`src/dcache_macros.svh`:
```
`ifndef DCACHE_MACROS_SVH
`define DCACHE_MACROS_SVH

// Addresses count words of 16 bits
`define WB_ADDR_W 24
`define DATA_W 16

// Address split is tag [23:8], index [7:2], word offset [1:0]
`define TAG_W 16
`define IDX_W 6
`define OFF_W 2
`define LINE_W 64

// Entry layout from the top is tag, line, dirty and valid
`define ENTRY_W 82
`define VALID_BIT 0
`define DIRTY_BIT 1
`define LINE_LSB 2
`define TAG_LSB 66

// Anything below this word address is illegal
`define FIRST_PAGE 24'h000800

`endif

```
`src/dcache_pkg.sv`:
```
`include "dcache_macros.svh"

package dcache_pkg;

    typedef logic [`WB_ADDR_W-1:0] wb_addr_t;
    typedef logic [`DATA_W-1:0]    data_t;
    typedef logic [`TAG_W-1:0]     tag_t;
    typedef logic [`IDX_W-1:0]     idx_t;
    typedef logic [`OFF_W-1:0]     off_t;
    typedef logic [`LINE_W-1:0]    line_t;
    typedef logic [`ENTRY_W-1:0]   entry_t;

    // WRITE_WAIT lets the refilled entry reach the RAM output
    typedef enum logic [2:0] {
        IDLE,
        LOOKUP,
        EVICT,
        FILL,
        WRITE_WAIT,
        WRITE,
        UNCACHED
    } dc_state_e;

endpackage

```
`src/dcache_bus_master.sv`:
```
`timescale 1ns/10ps
`include "dcache_macros.svh"

module dcache_bus_master (
    input  logic                 i_clk,
    input  logic                 i_rst,
    input  logic                 i_start,
    input  logic                 i_start_we,
    input  logic                 i_start_line,
    input  dcache_pkg::wb_addr_t i_start_adr,
    input  dcache_pkg::data_t    i_wdata,
    input  dcache_pkg::data_t    i_wb_dat,
    input  logic                 i_wb_ack,
    input  logic                 i_wb_err,
    output logic                 o_wb_cyc,
    output logic                 o_wb_stb,
    output logic                 o_wb_we,
    output dcache_pkg::wb_addr_t o_wb_adr,
    output logic                 o_wb_burst4,
    output logic                 o_beat,
    output logic                 o_done,
    output dcache_pkg::off_t     o_cnt,
    output dcache_pkg::line_t    o_line,
    output logic                 o_xfer_err
);
    import dcache_pkg::*;

    logic                       line_mode;
    logic                       err_seen;
    logic [`WB_ADDR_W-1:`OFF_W] base_adr;
    off_t                       cnt;
    line_t                      line_q;
    data_t                      beat_word;

    assign o_beat      = o_wb_cyc & o_wb_stb & (i_wb_ack | i_wb_err);
    assign o_done      = o_beat & (~line_mode | (&cnt)); // Single beat, or the fourth one
    assign o_cnt       = cnt;
    assign o_wb_adr    = {base_adr, cnt};
    assign o_wb_burst4 = o_wb_cyc & line_mode;
    assign o_xfer_err  = err_seen | (o_beat & i_wb_err);
    assign beat_word   = o_wb_we ? i_wdata : i_wb_dat;

    always_ff @(posedge i_clk) begin
        if (i_rst) begin
            o_wb_cyc  <= 1'b0;
            o_wb_stb  <= 1'b0;
            o_wb_we   <= 1'b0;
            line_mode <= 1'b0;
            err_seen  <= 1'b0;
            cnt       <= '0;
        end else if (i_start) begin
            // A new start may follow the last writeback beat directly
            o_wb_cyc  <= 1'b1;
            o_wb_stb  <= 1'b1;
            o_wb_we   <= i_start_we;
            line_mode <= i_start_line;
            err_seen  <= 1'b0;
            cnt       <= i_start_line ? '0 : i_start_adr[`OFF_W-1:0];
        end else if (o_done) begin
            o_wb_cyc <= 1'b0;
            o_wb_stb <= 1'b0;
            err_seen <= o_xfer_err;
        end else if (o_beat) begin
            cnt      <= cnt + 1'b1;
            err_seen <= o_xfer_err;
        end
    end

    always_ff @(posedge i_clk) begin
        if (i_start) begin
            base_adr <= i_start_adr[`WB_ADDR_W-1:`OFF_W];
        end
        if (o_beat) begin
            line_q[cnt*`DATA_W +: `DATA_W] <= beat_word;
        end
    end

    // The word of the current beat goes straight into its slot
    always_comb begin
        o_line = line_q;
        o_line[cnt*`DATA_W +: `DATA_W] = beat_word;
    end

endmodule

```
`config.mk`:
```
export PLATFORM = sky130hd
export DESIGN_NAME = dcache_bus_master
export DESIGN_NICKNAME = d
export VERILOG_FILES = /design/src/dcache_pkg.sv /design/src/dcache_bus_master.sv
export VERILOG_INCLUDE_DIRS = /design/src
export SDC_FILE = /design/constraint.sdc
export NUM_CORES = 1
export LEC_CHECK = 0
export BUFFER_PORTS_ARGS = -buffer_cell sky130_fd_sc_hd__buf_2
export CORE_AREA = 2 2 91 93
export CTS_CLUSTER_DIAMETER = 40
export CTS_CLUSTER_SIZE = 24
export DETAILED_ROUTE_END_ITERATION = 16
export DIE_AREA = 0 0 93 95
export GPL_ROUTABILITY_DRIVEN = 0
export PLACE_DENSITY = 0.83
export SKIP_CTS_REPAIR_TIMING = 1
export SLEW_MARGIN = 25
export SYNTH_ARGS = -nofsm -noshare
export SYNTH_HDL_FRONTEND = slang
export SYNTH_SLANG_ARGS = --single-unit
```
`constraint.sdc`:
```
create_clock -name i_clk -period 4.8 [get_ports i_clk]
set_clock_uncertainty 0.15 [all_clocks]
set_input_delay 0.48 -clock i_clk [delete_from_list [all_inputs] [get_ports i_clk]]
set_output_delay 0.48 -clock i_clk [all_outputs]
set_load 0.02 [all_outputs]
```
==> qor.txt <==
STATUS
--------------------------------------------------------------------------------
Run status                                                          finished, final reports clean

GRT
--------------------------------------------------------------------------------
Congestion Overflow GR                                                         0
Global-route wire length before repair                                  13.88 mm
Maximum number of pins on one net before global-route repair                  51
Number of global-route vias before repair                                  2,696
Global-route usage over all layers                                        20.74%
Number of antenna violations at the first check in global routing              0

DETAILED ROUTING
--------------------------------------------------------------------------------
Via count                                                                  2,866
Residual DRC count                                                             0
Mean number of vias per cell                                               5.164
First-pass iteration count of the detailed router                              4
Detailed-route wire length per cell                                     16.71 um
Initial drt markers                                                          125
Routed Wire Length                                                      9.274 mm
Post-route antenna net violation count                                         0

CRITICAL PATH
--------------------------------------------------------------------------------
Worst setup path class                                                reg -> out
Arrival time of the worst setup path                                     2970 ps
Required time at the endpoint of the critical path                       4170 ps
Crit Path Max Fanout                                                          17
Element type at the critical path end                                output port
Flop2flop setup slack                                                    2060 ps
Crit path launch type                                                       flop

SYNTHESIS
--------------------------------------------------------------------------------
Number of synthesis warnings                                                   0
Largest cells by area after synthesis                               edfxtp_1 (66%), o22ai_1 (8.6%), inv_1 (6.5%)
Netlist area before placement                                           3938 um2
Sequential element share of the synthesized area                          68.64%
Main synth FF type                                                      edfxtp_1
Fraction of synthesized cell area taken by the top area cell type         65.59%
Gate count after technology mapping                                          293
Syn_nets                                                                     362
Async set-reset flop share out of synthesis                                   0%
FF+latch count, synth                                                         92
Synth Area per Inst                                                    13.44 um2
Number of enable flip-flop cells after synthesis                              86
Unique cell type count in the Yosys netlist                                   27
Largest area contributor in the synthesized netlist                     edfxtp_1

CLOCK TREE
--------------------------------------------------------------------------------
Maximum number of buffers from clock root to sink                              2
CTS tree                                                                   built
Number of buffers created by CTS                                               9
Clock transition at the registers of the reported paths                   100 ps
Clock Root Buffer                                                       clkbuf_8
H-tree Lvls                                                                    3
Clock tree sinks                                                              92
Clock insertion delay at the later pin of the skew report                 340 ps

TIMING
--------------------------------------------------------------------------------
Worst slew pin tran                                                     851.9 ps
Post-route minimum period                                                3599 ps
Number of endpoints failing setup at the final stage                           0
Final period utilization                                                  74.99%
Maximum clock frequency                                                277.8 MHz
Worst-case setup margin in the final layout                              1201 ps
Number of slew-limit violations in the final report                            0
Setup repair after global routing missed its margin                        false
Total count of hold-check failures in the final report                         0
Rel. slew slack                                                           43.14%
Total Negative Setup Slacks                                                 0 ps

WORST HOLD PATH
--------------------------------------------------------------------------------
Path category of the worst min-delay check                             in -> reg

JOB
--------------------------------------------------------------------------------
Number of max-cap violations                                                   0

LAYOUT
--------------------------------------------------------------------------------
Proportion of layout cells with a drive suffix above 1                    41.78%
Antenna diode instance count                                                   0
Synthesis-to-finish area growth                                           26.06%
Final non-filler cell area                                              4964 um2
Net total in the final layout                                                514
Fraction of the core area covered by cells at the end of the flow         62.61%

PLACE
--------------------------------------------------------------------------------
Post-detailed-placement cell area                                       4761 um2
Number of port buffers                                                       159
Placement Setup Slack                                                    1551 ps
Post-detail-place hpwl                                                  6.731 mm

FLOORPLANNING
--------------------------------------------------------------------------------
Die Y-Extent                                                               95 um
Core area                                                               7928 um2
Top-level I/O count                                                          160
Number of rows in the core area                                               33
Initial Utilization                                                       49.67%
Area of the die                                                         8835 um2
Floorplan die width                                                        93 um

POWER AND IR DROP
--------------------------------------------------------------------------------
Pleak                                                                   2.240 nW
Power density over cell area                                        371.1 nW/um2
Worst VDD drop                                                          215.2 uV

synthesized netlist by cell type (all sizes together) (2+ instances only):
| cell type | number |
|---|---|
| clkbuf | 9 |
| a21o | 2 |
| nand3 | 3 |
| edfxtp | 86 |
| nor2b | 3 |
| buf | 10 |
| mux2i | 18 |
| o22ai | 64 |
| a211oi | 2 |
| a31oi | 2 |
| ha | 6 |
| nor2 | 5 |
| inv | 69 |
| o21ai | 2 |
| dfxtp | 6 |
state kept, by name (all words and copies together), names as in the netlist:
signal     count
o_wb_we        1
line_mode      1
line_q        64
err_seen       1
o_wb_stb       1
o_cnt          2
base_adr      22
per-stage QoR:
| step | power [mW] | hold WS, ps | cells |
|---|---|---|---|
| floorplan | 1.206 | 316.7 | 293 |
| global placement | 1.332 | 358.0 | 539 |
| CTS | 1.851 | 135.9 | 555 |
| global route | 1.911 | 131.4 | 555 |
| detailed placement | 1.341 | 380.6 | 539 |
| finish | 1.842 | 151.3 | 555 |
cell type report:
cell class | instances | area (um2)
Fill cell | 677 | 2964
Sequential cell | 92 | 2704
Multi-Input combinational cell | 113 | 864.6
Timing Repair Buffer | 160 | 803.3
Inverter | 69 | 260.3
Tap cell | 105 | 131.4
Clock buffer | 10 | 127.6
Clock inverter | 6 | 72.57
power by group:
| part | total, mW | switching, mW | internal (mW) |
|---|---|---|---|
| Combinational | 0.358 | 0.241 | 0.117 |
| Sequential | 0.966 | 0.0197 | 0.946 |
| Clock | 0.518 | 0.273 | 0.246 |
layout by cell type (no fill, tap or decap), drive strengths merged:
master / Yosys / final
buf: 10 / 160
edfxtp: 86 / 86
inv: 69 / 69
o22ai: 64 / 64
mux2i: 18 / 18
clkbuf: 9 / 10
ha: 6 / 6
dfxtp: 6 / 6
nor2: 5 / 5
clkinv: 0 / 4
nor2b: 3 / 3
nand3: 3 / 3
a21o: 2 / 2
o21ai: 2 / 2
a31oi: 2 / 2
a211oi: 2 / 2
or4b: 1 / 1
and2: 1 / 1
nand2: 1 / 1
a221oi: 1 / 1
a21oi: 1 / 1
nor3b: 1 / 1
bufinv: 0 / 1
clkinvlp: 0 / 1
worst paths after layout:
check	start	endpoint	cells after the start
setup / recovery	o_cnt[0]$_SDFFE_PP0P_	o_line[50]	4
hold / removal	i_start_adr[14]	base_adr[14]$_DFFE_PP_	1
setup reg to reg	o_cnt[0]$_SDFFE_PP0P_	line_q[50]$_DFFE_PP_	3
hold reg to reg	o_wb_stb$_SDFFE_PP0P_	o_wb_stb$_SDFFE_PP0P_	2
critical path, cell delays in order, from the launching register on:
cell	delay (ps)
dfxtp_1	500
ha_1	740
or4b_1	870
o22ai_1	300
buf_2	210
cell families (layout without fill, tap and decap cells):
kind of cell               count (synthesis)  after routing  synth area share, %
AOI/OAI and AO/OA                         74             74                13.44
adders and majority gates                  6              6                1.907
buffers and inverters                     88            245                9.405
DFF                                       92             92                68.64
muxes                                     18             18                4.576
and+or+nand+nor                           15             15                2.034
metal layers:
layer / track usage [%] / part of all wire (%) / routed length, um / up-vias
li1: - / - / - / 1364
met1: 25.86 / 41 / 3822 / 1360
met2: 35.63 / 49 / 4586 / 130
met3: 5.108 / 8.0 / 745 / 12
met4: 6.985 / 1.3 / 119 / 0
met5: 0 / 0 / 0 / -
(Power assumes the default switching activity.)
